File: src/logic/dmem_config.svh
//--------------------------------------------------------------------------
// Data memory subsystem configuration
// Bus widths, timer address window and timer register map
//--------------------------------------------------------------------------

`ifndef DMEM_CONFIG_SVH
`define DMEM_CONFIG_SVH

// Core data port and Wishbone widths
`define DMEM_AWIDTH             32
`define DMEM_DWIDTH             32
`define DMEM_SELW               4

// Timer window, 32 bytes at the base
`define TIMER_ADDR_PATTERN      32'h00490000
`define TIMER_ADDR_MASK         32'hFFFFFFE0

// Timer register offsets inside the window
`define TIMER_CONTROL_OFFS      5'h00
`define TIMER_DIVIDER_OFFS      5'h04
`define TIMER_MTIMELO_OFFS      5'h08
`define TIMER_MTIMEHI_OFFS      5'h0C
`define TIMER_MTIMECMPLO_OFFS   5'h10
`define TIMER_MTIMECMPHI_OFFS   5'h14

`define TIMER_DIV_WIDTH         10  // Prescaler divider bits

`endif

File: src/logic/dmem_pkg.sv
//--------------------------------------------------------------------------
// Data memory subsystem types
// Request command, access width, response code and router port select
//--------------------------------------------------------------------------

`include "dmem_config.svh"

package dmem_pkg;

    // Request direction
    typedef enum logic {
        READ  = 1'b0,
        WRITE = 1'b1
    } mem_cmd_e;

    // Access size
    typedef enum logic [1:0] {
        BYTE  = 2'b00,
        HWORD = 2'b01,
        WORD  = 2'b10
    } mem_width_e;

    // One cycle of RDY_OK or RDY_ER per accepted request
    typedef enum logic [1:0] {
        IDLE   = 2'b00,
        RDY_OK = 2'b01,
        RDY_ER = 2'b10
    } mem_resp_e;

    typedef logic [`DMEM_AWIDTH-1:0] dmem_addr_t;
    typedef logic [`DMEM_DWIDTH-1:0] dmem_data_t;

    typedef enum logic {
        PORT_WB    = 1'b0,
        PORT_TIMER = 1'b1  // Timer window hit
    } port_sel_e;

endpackage

File: src/logic/dmem_router.sv
//--------------------------------------------------------------------------
// Data memory router
// Decodes the core request address, forwards the request to the timer
// or the Wishbone bridge and returns the response of the taken port.
// One request outstanding at a time.
//--------------------------------------------------------------------------

`timescale 1ns/10ps
`include "dmem_config.svh"

module dmem_router (
    input  logic                    core_clk,
    input  logic                    rst_i,
    // Core side
    input  logic                    dmem_req_i,
    input  dmem_pkg::mem_cmd_e      dmem_cmd_i,
    input  dmem_pkg::mem_width_e    dmem_width_i,
    input  dmem_pkg::dmem_addr_t    dmem_addr_i,
    input  dmem_pkg::dmem_data_t    dmem_wdata_i,
    output logic                    dmem_req_ack_o,
    output dmem_pkg::dmem_data_t    dmem_rdata_o,
    output dmem_pkg::mem_resp_e     dmem_resp_o,
    // Timer port
    output logic                    timer_req_o,
    output dmem_pkg::mem_cmd_e      timer_cmd_o,
    output dmem_pkg::mem_width_e    timer_width_o,
    output dmem_pkg::dmem_addr_t    timer_addr_o,
    output dmem_pkg::dmem_data_t    timer_wdata_o,
    input  logic                    timer_req_ack_i,
    input  dmem_pkg::dmem_data_t    timer_rdata_i,
    input  dmem_pkg::mem_resp_e     timer_resp_i,
    // Wishbone bridge port
    output logic                    wb_req_o,
    output dmem_pkg::mem_cmd_e      wb_cmd_o,
    output dmem_pkg::mem_width_e    wb_width_o,
    output dmem_pkg::dmem_addr_t    wb_addr_o,
    output dmem_pkg::dmem_data_t    wb_wdata_o,
    input  logic                    wb_req_ack_i,
    input  dmem_pkg::dmem_data_t    wb_rdata_i,
    input  dmem_pkg::mem_resp_e     wb_resp_i
);

logic                   hit_timer;      // Address inside timer window
logic                   busy;           // Request outstanding
logic                   resp_done;      // Outstanding request answered now
logic                   can_accept;
logic                   accept;
dmem_pkg::port_sel_e    port_sel;       // Port of the outstanding request
dmem_pkg::port_sel_e    port_new;
dmem_pkg::mem_resp_e    sel_resp;

//--------------------------------------------------------------------------
// Request direction
//--------------------------------------------------------------------------
assign hit_timer  = ((dmem_addr_i & `TIMER_ADDR_MASK) == `TIMER_ADDR_PATTERN);
assign port_new   = hit_timer ? dmem_pkg::PORT_TIMER : dmem_pkg::PORT_WB;

// Next request may go out in the cycle the current one returns
assign can_accept = ~busy | resp_done;

assign timer_req_o    = dmem_req_i & can_accept & hit_timer;
assign wb_req_o       = dmem_req_i & can_accept & ~hit_timer;
assign dmem_req_ack_o = can_accept & (hit_timer ? timer_req_ack_i : wb_req_ack_i);
assign accept         = dmem_req_i & dmem_req_ack_o;

// Payload fans out, only req is steered
assign timer_cmd_o   = dmem_cmd_i;
assign timer_width_o = dmem_width_i;
assign timer_addr_o  = dmem_addr_i;
assign timer_wdata_o = dmem_wdata_i;
assign wb_cmd_o      = dmem_cmd_i;
assign wb_width_o    = dmem_width_i;
assign wb_addr_o     = dmem_addr_i;
assign wb_wdata_o    = dmem_wdata_i;

//--------------------------------------------------------------------------
// Response direction
//--------------------------------------------------------------------------
assign sel_resp     = (port_sel == dmem_pkg::PORT_TIMER) ? timer_resp_i : wb_resp_i;
assign resp_done    = busy & (sel_resp != dmem_pkg::IDLE);
assign dmem_resp_o  = busy ? sel_resp : dmem_pkg::IDLE;
assign dmem_rdata_o = (port_sel == dmem_pkg::PORT_TIMER) ? timer_rdata_i : wb_rdata_i;

always_ff @(posedge core_clk) begin
    if (rst_i) begin
        busy     <= 1'b0;
        port_sel <= dmem_pkg::PORT_WB;
    end else if (accept) begin
        busy     <= 1'b1;           // Also covers back-to-back accept
        port_sel <= port_new;
    end else if (resp_done) begin
        busy     <= 1'b0;
    end
end

// Targets only answer requests that this router handed them
timer_resp_recorded_a: assert property (@(posedge core_clk) disable iff (rst_i)
    (timer_resp_i != dmem_pkg::IDLE) |-> (busy && port_sel == dmem_pkg::PORT_TIMER));
wb_resp_recorded_a: assert property (@(posedge core_clk) disable iff (rst_i)
    (wb_resp_i != dmem_pkg::IDLE) |-> (busy && port_sel == dmem_pkg::PORT_WB));

endmodule

File: src/logic/dmem_subsys_top.sv
//--------------------------------------------------------------------------
// Data memory subsystem top
// Core data port through the address router to the machine timer
// and the Wishbone bridge
//--------------------------------------------------------------------------

`timescale 1ns/10ps
`include "dmem_config.svh"

module dmem_subsys_top (
    input  logic                        core_clk,
    input  logic                        rst_i,
    // Core data port
    input  logic                        dmem_req_i,
    input  dmem_pkg::mem_cmd_e          dmem_cmd_i,
    input  dmem_pkg::mem_width_e        dmem_width_i,
    input  dmem_pkg::dmem_addr_t        dmem_addr_i,
    input  dmem_pkg::dmem_data_t        dmem_wdata_i,
    output logic                        dmem_req_ack_o,
    output dmem_pkg::dmem_data_t        dmem_rdata_o,
    output dmem_pkg::mem_resp_e         dmem_resp_o,
    // Wishbone master
    output logic                        wbd_stb_o,
    output logic [`DMEM_AWIDTH-1:0]     wbd_adr_o,
    output logic                        wbd_we_o,
    output logic [`DMEM_DWIDTH-1:0]     wbd_dat_o,
    output logic [`DMEM_SELW-1:0]       wbd_sel_o,
    input  logic [`DMEM_DWIDTH-1:0]     wbd_dat_i,
    input  logic                        wbd_ack_i,
    input  logic                        wbd_err_i,
    // Timer
    output logic                        timer_irq_o,
    output logic [63:0]                 timer_val_o
);

// Router to timer
logic                   timer_req, timer_req_ack;
dmem_pkg::mem_cmd_e     timer_cmd;
dmem_pkg::mem_width_e   timer_width;
dmem_pkg::dmem_addr_t   timer_addr;
dmem_pkg::dmem_data_t   timer_wdata, timer_rdata;
dmem_pkg::mem_resp_e    timer_resp;

// Router to Wishbone bridge
logic                   wb_req, wb_req_ack;
dmem_pkg::mem_cmd_e     wb_cmd;
dmem_pkg::mem_width_e   wb_width;
dmem_pkg::dmem_addr_t   wb_addr;
dmem_pkg::dmem_data_t   wb_wdata, wb_rdata;
dmem_pkg::mem_resp_e    wb_resp;

dmem_router i_dmem_router (
    .core_clk        (core_clk       ),
    .rst_i           (rst_i          ),
    .dmem_req_i      (dmem_req_i     ),
    .dmem_cmd_i      (dmem_cmd_i     ),
    .dmem_width_i    (dmem_width_i   ),
    .dmem_addr_i     (dmem_addr_i    ),
    .dmem_wdata_i    (dmem_wdata_i   ),
    .dmem_req_ack_o  (dmem_req_ack_o ),
    .dmem_rdata_o    (dmem_rdata_o   ),
    .dmem_resp_o     (dmem_resp_o    ),
    .timer_req_o     (timer_req      ),
    .timer_cmd_o     (timer_cmd      ),
    .timer_width_o   (timer_width    ),
    .timer_addr_o    (timer_addr     ),
    .timer_wdata_o   (timer_wdata    ),
    .timer_req_ack_i (timer_req_ack  ),
    .timer_rdata_i   (timer_rdata    ),
    .timer_resp_i    (timer_resp     ),
    .wb_req_o        (wb_req         ),
    .wb_cmd_o        (wb_cmd         ),
    .wb_width_o      (wb_width       ),
    .wb_addr_o       (wb_addr        ),
    .wb_wdata_o      (wb_wdata       ),
    .wb_req_ack_i    (wb_req_ack     ),
    .wb_rdata_i      (wb_rdata       ),
    .wb_resp_i       (wb_resp        )
);

mtimer i_timer (
    .core_clk    (core_clk     ),
    .rst_i       (rst_i        ),
    .req_i       (timer_req    ),
    .cmd_i       (timer_cmd    ),
    .width_i     (timer_width  ),
    .addr_i      (timer_addr   ),
    .wdata_i     (timer_wdata  ),
    .req_ack_o   (timer_req_ack),
    .rdata_o     (timer_rdata  ),
    .resp_o      (timer_resp   ),
    .timer_val_o (timer_val_o  ),
    .timer_irq_o (timer_irq_o  )
);

wb_dmem_bridge i_dmem_wb (
    .core_clk  (core_clk  ),
    .rst_i     (rst_i     ),
    .req_i     (wb_req    ),
    .cmd_i     (wb_cmd    ),
    .width_i   (wb_width  ),
    .addr_i    (wb_addr   ),
    .wdata_i   (wb_wdata  ),
    .req_ack_o (wb_req_ack),
    .rdata_o   (wb_rdata  ),
    .resp_o    (wb_resp   ),
    .wbd_stb_o (wbd_stb_o ),
    .wbd_adr_o (wbd_adr_o ),
    .wbd_we_o  (wbd_we_o  ),
    .wbd_dat_o (wbd_dat_o ),
    .wbd_sel_o (wbd_sel_o ),
    .wbd_dat_i (wbd_dat_i ),
    .wbd_ack_i (wbd_ack_i ),
    .wbd_err_i (wbd_err_i )
);

endmodule

File: src/logic/mtimer.sv
//--------------------------------------------------------------------------
// Memory-mapped machine timer
// Control, divider, mtime and mtimecmp registers on the data port.
// mtime counts prescaled core clock ticks while enabled; the interrupt
// is raised when mtime reaches mtimecmp.
//--------------------------------------------------------------------------

`timescale 1ns/10ps
`include "dmem_config.svh"

module mtimer (
    input  logic                    core_clk,
    input  logic                    rst_i,
    input  logic                    req_i,
    input  dmem_pkg::mem_cmd_e      cmd_i,
    input  dmem_pkg::mem_width_e    width_i,
    input  dmem_pkg::dmem_addr_t    addr_i,
    input  dmem_pkg::dmem_data_t    wdata_i,
    output logic                    req_ack_o,
    output dmem_pkg::dmem_data_t    rdata_o,
    output dmem_pkg::mem_resp_e     resp_o,
    output logic [63:0]             timer_val_o,
    output logic                    timer_irq_o
);

logic                           enable;     // Control bit 0
logic [`TIMER_DIV_WIDTH-1:0]    divider;
logic [`TIMER_DIV_WIDTH-1:0]    div_cnt;    // Prescaler count
logic [63:0]                    mtime;
logic [63:0]                    mtimecmp;
logic [4:0]                     offs;
logic                           offs_ok;    // Mapped register
logic                           accept;
logic                           wr_en;
logic                           tick;       // mtime increment strobe
dmem_pkg::dmem_data_t           rd_val;

assign req_ack_o = req_i;                   // Always ready
assign accept    = req_i & req_ack_o;
assign offs      = addr_i[4:0];

//--------------------------------------------------------------------------
// Register decode
//--------------------------------------------------------------------------
always_comb begin
    offs_ok = 1'b1;
    rd_val  = '0;
    case (offs)
        `TIMER_CONTROL_OFFS:    rd_val = dmem_pkg::dmem_data_t'(enable);
        `TIMER_DIVIDER_OFFS:    rd_val = dmem_pkg::dmem_data_t'(divider);
        `TIMER_MTIMELO_OFFS:    rd_val = mtime[31:0];
        `TIMER_MTIMEHI_OFFS:    rd_val = mtime[63:32];
        `TIMER_MTIMECMPLO_OFFS: rd_val = mtimecmp[31:0];
        `TIMER_MTIMECMPHI_OFFS: rd_val = mtimecmp[63:32];
        default:                offs_ok = 1'b0;     // Unmapped offset answers an error
    endcase
end

// Word writes to mapped offsets only
assign wr_en = accept & (cmd_i == dmem_pkg::WRITE) & (width_i == dmem_pkg::WORD) & offs_ok;

//--------------------------------------------------------------------------
// Prescaler and registers
//--------------------------------------------------------------------------
assign tick = enable & (div_cnt == divider);   // Every divider+1 cycles

always_ff @(posedge core_clk) begin
    if (rst_i) begin
        div_cnt <= '0;
    end else if (!enable || tick) begin
        div_cnt <= '0;
    end else begin
        div_cnt <= div_cnt + 1'b1;
    end
end

always_ff @(posedge core_clk) begin
    if (rst_i) begin
        enable   <= 1'b0;
        divider  <= '0;
        mtime    <= '0;
        mtimecmp <= '0;
    end else begin
        if (tick) begin
            mtime <= mtime + 64'd1;
        end
        if (wr_en) begin
            case (offs)     // Write wins over the count for its half
                `TIMER_CONTROL_OFFS:    enable          <= wdata_i[0];
                `TIMER_DIVIDER_OFFS:    divider         <= wdata_i[`TIMER_DIV_WIDTH-1:0];
                `TIMER_MTIMELO_OFFS:    mtime[31:0]     <= wdata_i;
                `TIMER_MTIMEHI_OFFS:    mtime[63:32]    <= wdata_i;
                `TIMER_MTIMECMPLO_OFFS: mtimecmp[31:0]  <= wdata_i;
                `TIMER_MTIMECMPHI_OFFS: mtimecmp[63:32] <= wdata_i;
                default: ;
            endcase
        end
    end
end

//--------------------------------------------------------------------------
// Response one cycle after acceptance
//--------------------------------------------------------------------------
always_ff @(posedge core_clk) begin
    if (rst_i) begin
        resp_o <= dmem_pkg::IDLE;
    end else if (accept) begin
        resp_o <= (offs_ok && width_i == dmem_pkg::WORD) ? dmem_pkg::RDY_OK
                                                          : dmem_pkg::RDY_ER;
    end else begin
        resp_o <= dmem_pkg::IDLE;
    end
end

always_ff @(posedge core_clk) begin
    if (accept && cmd_i == dmem_pkg::READ) begin
        rdata_o <= rd_val;
    end
end

// Interrupt level
always_ff @(posedge core_clk) begin
    if (rst_i) begin
        timer_irq_o <= 1'b0;
    end else begin
        timer_irq_o <= enable & (mtime >= mtimecmp);
    end
end

assign timer_val_o = mtime;

endmodule

File: src/logic/wb_dmem_bridge.sv
//--------------------------------------------------------------------------
// Data memory to Wishbone bridge
// Turns one accepted request into a single-beat Wishbone cycle with
// byte selects and lane placement. Misaligned accesses are refused
// without a bus cycle.
//--------------------------------------------------------------------------

`timescale 1ns/10ps
`include "dmem_config.svh"

module wb_dmem_bridge (
    input  logic                        core_clk,
    input  logic                        rst_i,
    // Router side
    input  logic                        req_i,
    input  dmem_pkg::mem_cmd_e          cmd_i,
    input  dmem_pkg::mem_width_e        width_i,
    input  dmem_pkg::dmem_addr_t        addr_i,
    input  dmem_pkg::dmem_data_t        wdata_i,
    output logic                        req_ack_o,
    output dmem_pkg::dmem_data_t        rdata_o,
    output dmem_pkg::mem_resp_e         resp_o,
    // Wishbone master, stb doubles as cyc
    output logic                        wbd_stb_o,
    output logic [`DMEM_AWIDTH-1:0]     wbd_adr_o,
    output logic                        wbd_we_o,
    output logic [`DMEM_DWIDTH-1:0]     wbd_dat_o,
    output logic [`DMEM_SELW-1:0]       wbd_sel_o,
    input  logic [`DMEM_DWIDTH-1:0]     wbd_dat_i,
    input  logic                        wbd_ack_i,
    input  logic                        wbd_err_i
);

typedef enum logic [1:0] {
    ST_IDLE,
    ST_BUS,     // stb high, waiting for ack or err
    ST_RESP     // Response cycle
} state_e;

state_e                     state;
logic [`DMEM_SELW-1:0]      sel_new;
logic                       misaligned;
logic                       accept;
dmem_pkg::mem_resp_e        resp_q;

assign req_ack_o = (state == ST_IDLE);
assign accept    = req_i & req_ack_o;

// Byte selects and alignment check
always_comb begin
    misaligned = 1'b0;
    case (width_i)
        dmem_pkg::BYTE:  sel_new = `DMEM_SELW'(1) << addr_i[1:0];
        dmem_pkg::HWORD: begin
            sel_new    = `DMEM_SELW'(3) << addr_i[1:0];
            misaligned = addr_i[0];
        end
        dmem_pkg::WORD:  begin
            sel_new    = '1;
            misaligned = |addr_i[1:0];
        end
        default: begin                  // Reserved width code
            sel_new    = '0;
            misaligned = 1'b1;
        end
    endcase
end

//--------------------------------------------------------------------------
// Control FSM
//--------------------------------------------------------------------------
always_ff @(posedge core_clk) begin
    if (rst_i) begin
        state     <= ST_IDLE;
        wbd_stb_o <= 1'b0;
        resp_q    <= dmem_pkg::IDLE;
    end else begin
        case (state)
            ST_IDLE: if (accept) begin
                if (misaligned) begin
                    state  <= ST_RESP;          // No bus cycle
                    resp_q <= dmem_pkg::RDY_ER;
                end else begin
                    state     <= ST_BUS;
                    wbd_stb_o <= 1'b1;
                end
            end
            ST_BUS: if (wbd_ack_i || wbd_err_i) begin
                state     <= ST_RESP;
                wbd_stb_o <= 1'b0;
                resp_q    <= wbd_err_i ? dmem_pkg::RDY_ER : dmem_pkg::RDY_OK;
            end
            default: state <= ST_IDLE;
        endcase
    end
end

// Bus payload, held for the whole cycle
always_ff @(posedge core_clk) begin
    if (accept) begin
        wbd_adr_o <= {addr_i[`DMEM_AWIDTH-1:2], 2'b00};    // Word aligned
        wbd_we_o  <= (cmd_i == dmem_pkg::WRITE);
        wbd_dat_o <= wdata_i << {addr_i[1:0], 3'b000};      // Lane placement
        wbd_sel_o <= sel_new;
    end
    if (wbd_stb_o && (wbd_ack_i || wbd_err_i)) begin
        rdata_o <= wbd_dat_i;                               // Unshifted
    end
end

assign resp_o = (state == ST_RESP) ? resp_q : dmem_pkg::IDLE;

wb_stable_a: assert property (@(posedge core_clk) disable iff (rst_i)
    (wbd_stb_o && !wbd_ack_i && !wbd_err_i) |=>
        (wbd_stb_o && $stable(wbd_adr_o) && $stable(wbd_we_o)
         && $stable(wbd_dat_o) && $stable(wbd_sel_o)));

endmodule

File: config.mk
export PLATFORM = sky130hd
export DESIGN_NAME = dmem_subsys_top
export DESIGN_NICKNAME = d
export VERILOG_FILES = /design/src/logic/dmem_pkg.sv /design/src/logic/dmem_router.sv /design/src/logic/dmem_subsys_top.sv /design/src/logic/mtimer.sv /design/src/logic/wb_dmem_bridge.sv
export VERILOG_INCLUDE_DIRS = /design/src /design/src/logic
export SDC_FILE = /design/constraint.sdc
export NUM_CORES = 1
export LEC_CHECK = 0
export BUFFER_PORTS_ARGS = -buffer_cell sky130_fd_sc_hd__buf_4
export CAP_MARGIN = 20
export CORE_MARGIN = 2
export CORE_UTILIZATION = 61
export CTS_BUF_LIST = sky130_fd_sc_hd__clkbuf_16
export CTS_CLUSTER_DIAMETER = 100
export CTS_CLUSTER_SIZE = 25
export DETAILED_ROUTE_END_ITERATION = 10
export PLACE_DENSITY = 0.86
export RECOVER_POWER = 25
export SYNTH_ARGS = -nofsm -noshare
export SYNTH_HDL_FRONTEND = slang
export SYNTH_SLANG_ARGS = --single-unit
File: constraint.sdc
create_clock -name core_clk -period 13.5 [get_ports core_clk]
set_input_delay 0 -clock core_clk [delete_from_list [all_inputs] [get_ports core_clk]]
set_output_delay 0 -clock core_clk [all_outputs]
set_load 0.01 [all_outputs]
==> results of run 1 <==
[cells by family after synthesis]
kind of cell,synth area share [%]
AND/OR/NAND/NOR,20.8
multiplexers,4.69
AO/OA/AOI/OAI,12.7
buffers and inverters,5.05
other,0.0251
adder cells (fa/ha/maj),5.53
flip-flops,47.7
XOR/XNOR,3.52
[registers in the layout, indices dropped and copies added, names as in the netlist, 2 cells and up]
signal	cells
i_timer.div_cnt	10
i_timer.resp_o	2
i_timer.mtimecmp	64
i_dmem_wb.wbd_sel_o	4
i_dmem_wb.state	2
i_timer.divider	10
i_dmem_wb.wbd_adr_o	30
i_timer.timer_val_o	64
i_dmem_wb.rdata_o	32
i_dmem_wb.resp_q	2
i_timer.rdata_o	32
i_dmem_wb.wbd_dat_o	32
[cell type report]
type	count	area (um^2)	area share [%]
sequential	290	7120	39.1
multi-input combinational	1104	7080	38.9
timing repair buffer	393	2850	15.7
tap	324	405	2.23
clock buffer	15	375	2.06
inverter	87	327	1.79
clock inverter	10	45.0	0.247
[metrics by stage]
step | util, % | instances
2_1_floorplan | - | 1584
3_3_place_gp | 70.7 | 2092
3_5_place_dp | 70.8 | 2093
4_1_cts | 76.8 | 2221
5_1_grt | 75.3 | 2223
6_report | 75.3 | 2223
[critical path, cell delays in order]
cell,delay (ns)
dlygate4sd3_1,0.54
clkbuf_1,0.60
nor2_1,0.87
and4b_1,0.30
buf_4,0.40
nand4b_1,0.43
nor2_1,0.93
nor3_1,0.11
nor4_1,0.32
[power groups by stage]
stage	combinational, mW	sequential, mW	clock [mW]
after floorplan	0.0519	0.982	0
after global placement	0.144	0.970	0
after detailed placement	0.148	0.972	0
after CTS	0.173	0.951	0.495
after global routing	0.169	0.954	0.523
final	0.161	0.952	0.497
[worst paths after layout]
path	cells after the start	slack, ns	start	endpoint
setup / recovery	9	9.40	dmem_addr_i[1]	i_timer.timer_val_o[63]$_SDFF_PP0_
hold / removal	2	0.11	rst_i	i_timer.mtimecmp[23]$_SDFFE_PP0P_
setup reg to reg	6	10.11	i_timer.timer_val_o[18]$_SDFF_PP0_	i_timer.timer_val_o[49]$_SDFF_PP0_
hold reg to reg	2	0.47	i_timer.mtimecmp[59]$_SDFFE_PP0P_	i_timer.mtimecmp[59]$_SDFFE_PP0P_
[cells in the final DEF, fill, tap and decap left out, drive strengths merged, types with 4 or more instances in the layout]
cell type / synthesis / layout
nand3: 45 / 45
or3: 7 / 7
and2: 13 / 13
a21o: 12 / 12
inv: 87 / 97
xor2: 7 / 7
dfxtp: 159 / 159
mux2: 32 / 32
a22oi: 12 / 12
buf: 14 / 152
a221oi: 5 / 5
nand2: 244 / 244
nor2: 122 / 122
and3: 21 / 21
nor3: 41 / 41
nand2b: 4 / 4
dlygate4sd3: 0 / 103
a222oi: 31 / 31
a21oi: 102 / 102
a311oi: 8 / 8
and4: 11 / 11
a211oi: 54 / 54
mux2i: 34 / 34
xnor2: 53 / 53
nor3b: 6 / 6
nor4b: 4 / 4
clkbuf: 89 / 153
or2: 5 / 5
o21a: 5 / 5
ha: 66 / 66
nand4: 42 / 42
nor4: 37 / 37
or4: 6 / 6
o21ai: 26 / 26
nor2b: 16 / 16
edfxtp: 131 / 131
[metal layers]
metal,global-route usage [%],vias to the layer above
met5,0,-
met4,25.9,0
met3,5.97,256
met2,62.6,972
met1,47.3,6624
li1,-,6327
[what timing repair did]
action	in CTS	in global routing
hold buffers	103	0
hold endpoints to repair	242	0
setup buffers	0	0
==> impl_metrics.csv, run 1 <==
group,metric,value,unit
outcome,run_status,"finished, violations left",
outcome,violations_in_the_final_reports,"capacitance limit, slew limit",
synthesis,synth_edf_count,131,
timing,report.final.hold_viol_count,0,
timing,period_share,30.4,%
layout,layout.cell_area.non_filler,18200,um^2
die,floorplan.die_area,25700,um^2
power_and_ir_drop,sequentialPowerShare,59.1,%
detailed_routing,detail_route.wl_per_cell,22.7,um
job,maxCapViolCount,1,
detailed_routing,antenna_violating_nets_post_route,0,
power_and_ir_drop,power_switching,0.398,mW
hold_path,hold_path_class,"in2reg",
detailed_routing,m1WireLength,17700,um
grt,globalRouteTotalUtil,38.4,%
detailed_routing,drt_iter0_markers,1692,
power_and_ir_drop,vdd_drop_max,99.0,uV
power_and_ir_drop,comb_power_share,10.0,%
synthesis,synth.distinct_cells,72,
synthesis,synth_cells,1583,
cts,clock_tree.root_cell,"clkbuf_16",
layout,layout_cells_sized_above_1,13.5,%
power_and_ir_drop,power_frac_clock,30.9,%
synthesis,netlist_area,14900,um^2
cts,clk_pin_slew_worst_paths,0.11,ns
layout,area_delta_synth_final,22.0,%
synthesis,synth.ff_latch_count,290,
timing,timing_worst_slew_pin_value,1.54,ns
synthesis,synth-seq-area-share,47.7,%
die,core-area,24200,um^2
die,chipWidth,160,um
detailed_routing,met2_wirelength,23100,um
synthesis,syn_area_per_cell,9.43,um^2
power_and_ir_drop,total_leakage_power,6.68,nW
grt,grt_total_ovfl,0,
die,die-height,160,um
detailed_routing,routed-wl-met3,5500,um
grt,number_of_global_route_vias_before_repair,13691,
detailed_routing,wl,50500,um
cts,cts.htree.levels,1,
timing,grt_setup_unrepaired,"false",
timing,fin_setup_tns,0,ns
synthesis,ys.flop_type,"dfxtp_1",
synthesis,synth_commonest_cells,"nand2_1, dfxtp_1, edfxtp_1, nor2_1, a21oi_1",
timing,slew_headroom,-2.36,%
worst_setup_path,arr_time_crit_path,4.52,ns
detailed_routing,top_layer_used,"met4",
synthesis,synthTopCellsByArea,"edfxtp_1, dfxtp_1, nand2_1",
grt,grt_pass1_wl,77000,um
timing,setup-violations-final,0,
layout,n_fill_cell,1707,
placement,dp.final_hpwl,34700,um
synthesis,synthDominantCellAreaShare,26.4,%
synthesis,synth.largest_area_cell,"edfxtp_1",
timing,hold_slack,0.110,ns
cts,cts_num_sinks,290,
timing,max_slew_violation_count,40,
timing,clock_skew,0.0241,ns
worst_setup_path,critical_path_peak_fanout,39,
detailed_routing,vias_per_cell,6.38,
layout,final_net_count,2061,
cts,cts-root-to-sink-buffers,3,
detailed_routing,first_pass_iters,11,
placement,place_congestion,0.977,
die,floorplan.rows,57,
power_and_ir_drop,power.share.switching,24.7,%
power_and_ir_drop,power.density,88.5,nW/um^2
timing,final.min_clock_period,4.10,ns
placement,postPlaceCellArea,17100,um^2
detailed_routing,dr_total_vias,14179,
synthesis,synthMostInstantiatedCell,"nand2_1",
worst_setup_path,required,13.91,ns
worst_setup_path,critical_path.startpoint_type,"input pin",
die,initial_utilization,61.7,%
grt,grt_antenna_before_repair,0,
power_and_ir_drop,internal-power,1.21,mW
placement,port_buffers,271,
grt,grt_max_degree,81,
detailed_routing,drc,0,
layout,n_antenna_cell,0,
power_and_ir_drop,total_power,1.61,mW
placement,placement.setup.worst_slack,10.05,ns
cts,clk-insertion-delay-late,0.51,ns
timing,max_freq,244,MHz
synthesis,synth.yosys.warnings,0,
cts,tritoncts,"built",
worst_setup_path,worstSetupPathType,"in2reg",
cts,cts-resized-gates,0,
cts,cts_made_buffers,15,
synthesis,synthArstFlopShare,0,%
timing,finalWorstSetupSlack,9.40,ns
worst_setup_path,end_kind,"flop",
die,io_pins,274,
Note: power is estimated with default switching activity, not from simulation.
==> inputs of run 2 (changes only) <==
ABC_AREA = 1   (was default)
CORE_UTILIZATION = 57   (was 61)
PLACE_DENSITY = 0.81   (was 0.86)
clock period = 4.3 ns   (was 13.5 ns; I/O delays follow)
==> run 2 against run 1 <==
- wire length is 26% higher
- sequential share of layout area is 3.3 points lower
- critical endpoint is now i_timer.timer_val_o[37]$_SDFF_PP0_
- highest routed layer unchanged
- cell area is 9.1% higher
- the run now ends clean
- synthesized cell count is 47% higher
- largest cell class is now multi-input gates
==> impl_metrics.csv, run 2 <==
group,metric,value,unit
outcome,run_status,"finished, final reports clean",
worst_setup_path,required,4.71,ns
cts,clk-insertion-delay-late,0.53,ns
synthesis,muxShareOfSynthArea,0,%
timing,grt_setup_unrepaired,"false",
timing,period_share,78.4,%
worst_setup_path,cp-startpoint,"dmem_addr_i[1]",
die,floorplan.rows,62,
timing,hold_slack,0.0424,ns
worst_setup_path,end_kind,"flop",
power_and_ir_drop,total_leakage_power,8.37,nW
detailed_routing,drc,0,
synthesis,synth-simple-area-share,30.9,%
timing,timing_worst_slew_pin_value,1.27,ns
power_and_ir_drop,power_switching,1.28,mW
power_and_ir_drop,total_power,5.09,mW
worst_setup_path,critical-path-max-stage-delay,0.57,ns
detailed_routing,first_pass_iters,6,
cts,cts_made_buffers,15,
worst_setup_path,crit_path_cell_chain,"dlygate4sd3_1 > clkbuf_1 > nor2_8 > inv_1 > nor2_4 > nand3_4 > clkinv_2 > nand4_4 > o21ai_0 > nor2_1",
cts,tritoncts,"built",
die,die-height,174,um
timing,max_slew_violation_count,0,
synthesis,synth.largest_area_cell,"edfxtp_1",
layout,final_cell_mix,"nand2_1, nor2_1, inv_1",
synthesis,synth_edf_count,131,
cts,cts-root-to-sink-buffers,3,
synthesis,synth_cells,2327,
synthesis,largest_family_of_logic_cells_by_synthesized_area,"simple AND/OR/NAND/NOR gates",
synthesis,synthArstFlopShare,0,%
synthesis,synth.ff_latch_count,290,
synthesis,synth-adder-area-share,5.02,%
cts,clock_tree.root_cell,"clkbuf_16",
cts,cts.htree.levels,1,
cts,cts-resized-gates,0,
cts,cts_num_sinks,290,
worst_setup_path,critical_path.startpoint_type,"input pin",
placement,port_buffers,271,
grt,globalRouteTotalUtil,41.3,%
die,chipWidth,174,um
placement,place_congestion,1.03,
synthesis,syn_area_per_cell,7.07,um^2
job,maxCapViolCount,0,
power_and_ir_drop,vdd_drop_max,315,uV
placement,postPlaceCellArea,18700,um^2
timing,fin_setup_tns,0,ns
hold_path,worst_hold_startpoint,"dmem_addr_i[0]",
worst_setup_path,worstSetupPathType,"in2reg",
layout,layout_cells_sized_above_1,9.30,%
detailed_routing,drt_iter0_markers,2502,
worst_setup_path,cp_slowest_cell,"nand4_4",
synthesis,synth.yosys.warnings,0,
synthesis,synth-seq-area-share,43.2,%
detailed_routing,dr_total_vias,17637,
detailed_routing,wl,63800,um
die,floorplan.die_area,30300,um^2
worst_setup_path,critical_path_peak_fanout,33,
power_and_ir_drop,power.density,256,nW/um^2
power_and_ir_drop,power_frac_clock,31.1,%
worst_setup_path,r2r_start,"i_dmem_router.port_sel$_SDFFE_PP0P_",
hold_path,hold_path_class,"in2reg",
timing,max_freq,297,MHz
power_and_ir_drop,comb_power_share,10.2,%
timing,clock_skew,0.0163,ns
grt,grt_antenna_before_repair,0,
layout,n_antenna_cell,0,
die,initial_utilization,57.7,%
synthesis,synthTopCellsByArea,"edfxtp_1, dfxtp_1, nand2_1",
cts,post_cts.repair.setup_buffers,0,
detailed_routing,antenna_violating_nets_post_route,0,
synthesis,synth-compound-area-share,11.2,%
grt,number_of_global_route_vias_before_repair,16777,
grt,grt_total_ovfl,0,
die,core-area,28500,um^2
synthesis,synthesized_area_fraction_occupied_by_xor_and_xnor_cells,1.81,%
power_and_ir_drop,sequentialPowerShare,58.7,%
timing,slew_headroom,15.1,%
layout,final_net_count,2829,
timing,report.final.hold_viol_count,0,
timing,final.min_clock_period,3.37,ns
grt,grt_pass1_wl,96000,um
synthesis,synth.distinct_cells,45,
detailed_routing,vias_per_cell,5.78,
synthesis,synthMostInstantiatedCell,"nand2_1",
synthesis,synth_commonest_cells,"nand2_1, nor2_1, inv_1, dfxtp_1, edfxtp_1",
die,io_pins,274,
synthesis,netlist_area,16500,um^2
detailed_routing,detail_route.wl_per_cell,20.9,um
power_and_ir_drop,power.share.switching,25.2,%
power_and_ir_drop,internal-power,3.81,mW
synthesis,synthDominantCellAreaShare,23.9,%
cts,clk_pin_slew_worst_paths,0.10,ns
layout,area_delta_synth_final,20.7,%
worst_setup_path,timing.critical_path.max_delay_family,"buffers and inverters",
placement,dp.final_hpwl,44900,um
grt,grt_max_degree,54,
timing,setup-violations-final,0,
worst_setup_path,number_of_buffers_and_inverters_on_the_critical_path,4,
synthesis,ys.flop_type,"dfxtp_1",
layout,layout.cell_area.non_filler,19900,um^2
worst_setup_path,arr_time_crit_path,3.78,ns
layout,layout_commonest_cell,"nand2_1",
## run 2: cell count changes after synthesis, sizes merged, moves of 36 or more
cell,before,now
nand2,244,655
nor4,37,1
clkbuf,89,39
nor2,122,520
o21ai,26,201
xnor2,53,1
a211oi,54,0
inv,87,234
## run 2: logic make-up (layout without fill, tap and decap cells)
logic type	after synthesis	after routing
adder cells (fa/ha/maj)	66	66
other	1	2
buffers and inverters	318	657
AND/OR/NAND/NOR	1273	1273
AO/OA/AOI/OAI	345	345
XOR/XNOR	34	34
flip-flops	290	290
## run 2: what timing repair did
| action | CTS | global route |
|---|---|---|
| hold endpoints to repair | 254 | 0 |
| endpoints found under the setup margin | 0 | 0 |
| hold buffers | 104 | 0 |
## run 2: cell type report
cell class / count / area (um^2)
flip-flops and latches: 290 / 7120
inverters: 236 / 892
well taps: 384 / 480
fillers: 2429 / 8690
clock buffers: 15 / 375
repair buffers: 396 / 2880
multi-input cells: 1720 / 8070
clock inverters: 10 / 47.5
## run 2: path summary, 6_finish.rpt
kind	slack, ns	end	cells past startpoint
hold / removal	0.04	i_timer.resp_o[0]$_SDFF_PP0_	4
setup / recovery	0.93	i_timer.timer_val_o[37]$_SDFF_PP0_	10
setup reg to reg	1.39	i_dmem_wb.wbd_dat_o[19]$_DFFE_PP_	9
hold reg to reg	0.49	i_dmem_wb.resp_q[1]$_SDFFE_PP0P_	2
## run 2: power groups by stage
stage                     logic, mW  registers, mW  clock network, mW
after floorplan               0.163           3.08                  0
after global placement        0.464           3.05                  0
after detailed placement      0.474           3.05                  0
after CTS                     0.552           2.99               1.58
after global routing          0.547           3.00               1.66
final                         0.522           2.99               1.58
## run 2: per-layer routing
metal  vias up  share of wire, %  GRT usage (%)
met5         -                 0              0
met4         0               5.6           20.2
met3       233                12           7.35
met2      1196                45           66.6
met1      8090                38           54.0
li1       8118                 -              -
## run 2: worst min-delay path: stages
cell and delay [ns]:
buf_4 0.28, nor2_8 0.06, o21ai_2 0.11, nor3_1 0.07
## run 2: through the flow
step / instances / utilization [%] / worst slack, ns
final: 3051 / 69.6 / 0.930
after global routing: 3051 / 69.6 / 0.709
after CTS: 3050 / 70.8 / 1.45
after detailed placement: 2921 / 65.7 / 1.46
after global placement: 2921 / 65.7 / 1.57
after floorplan: 2328 / - / 1.48
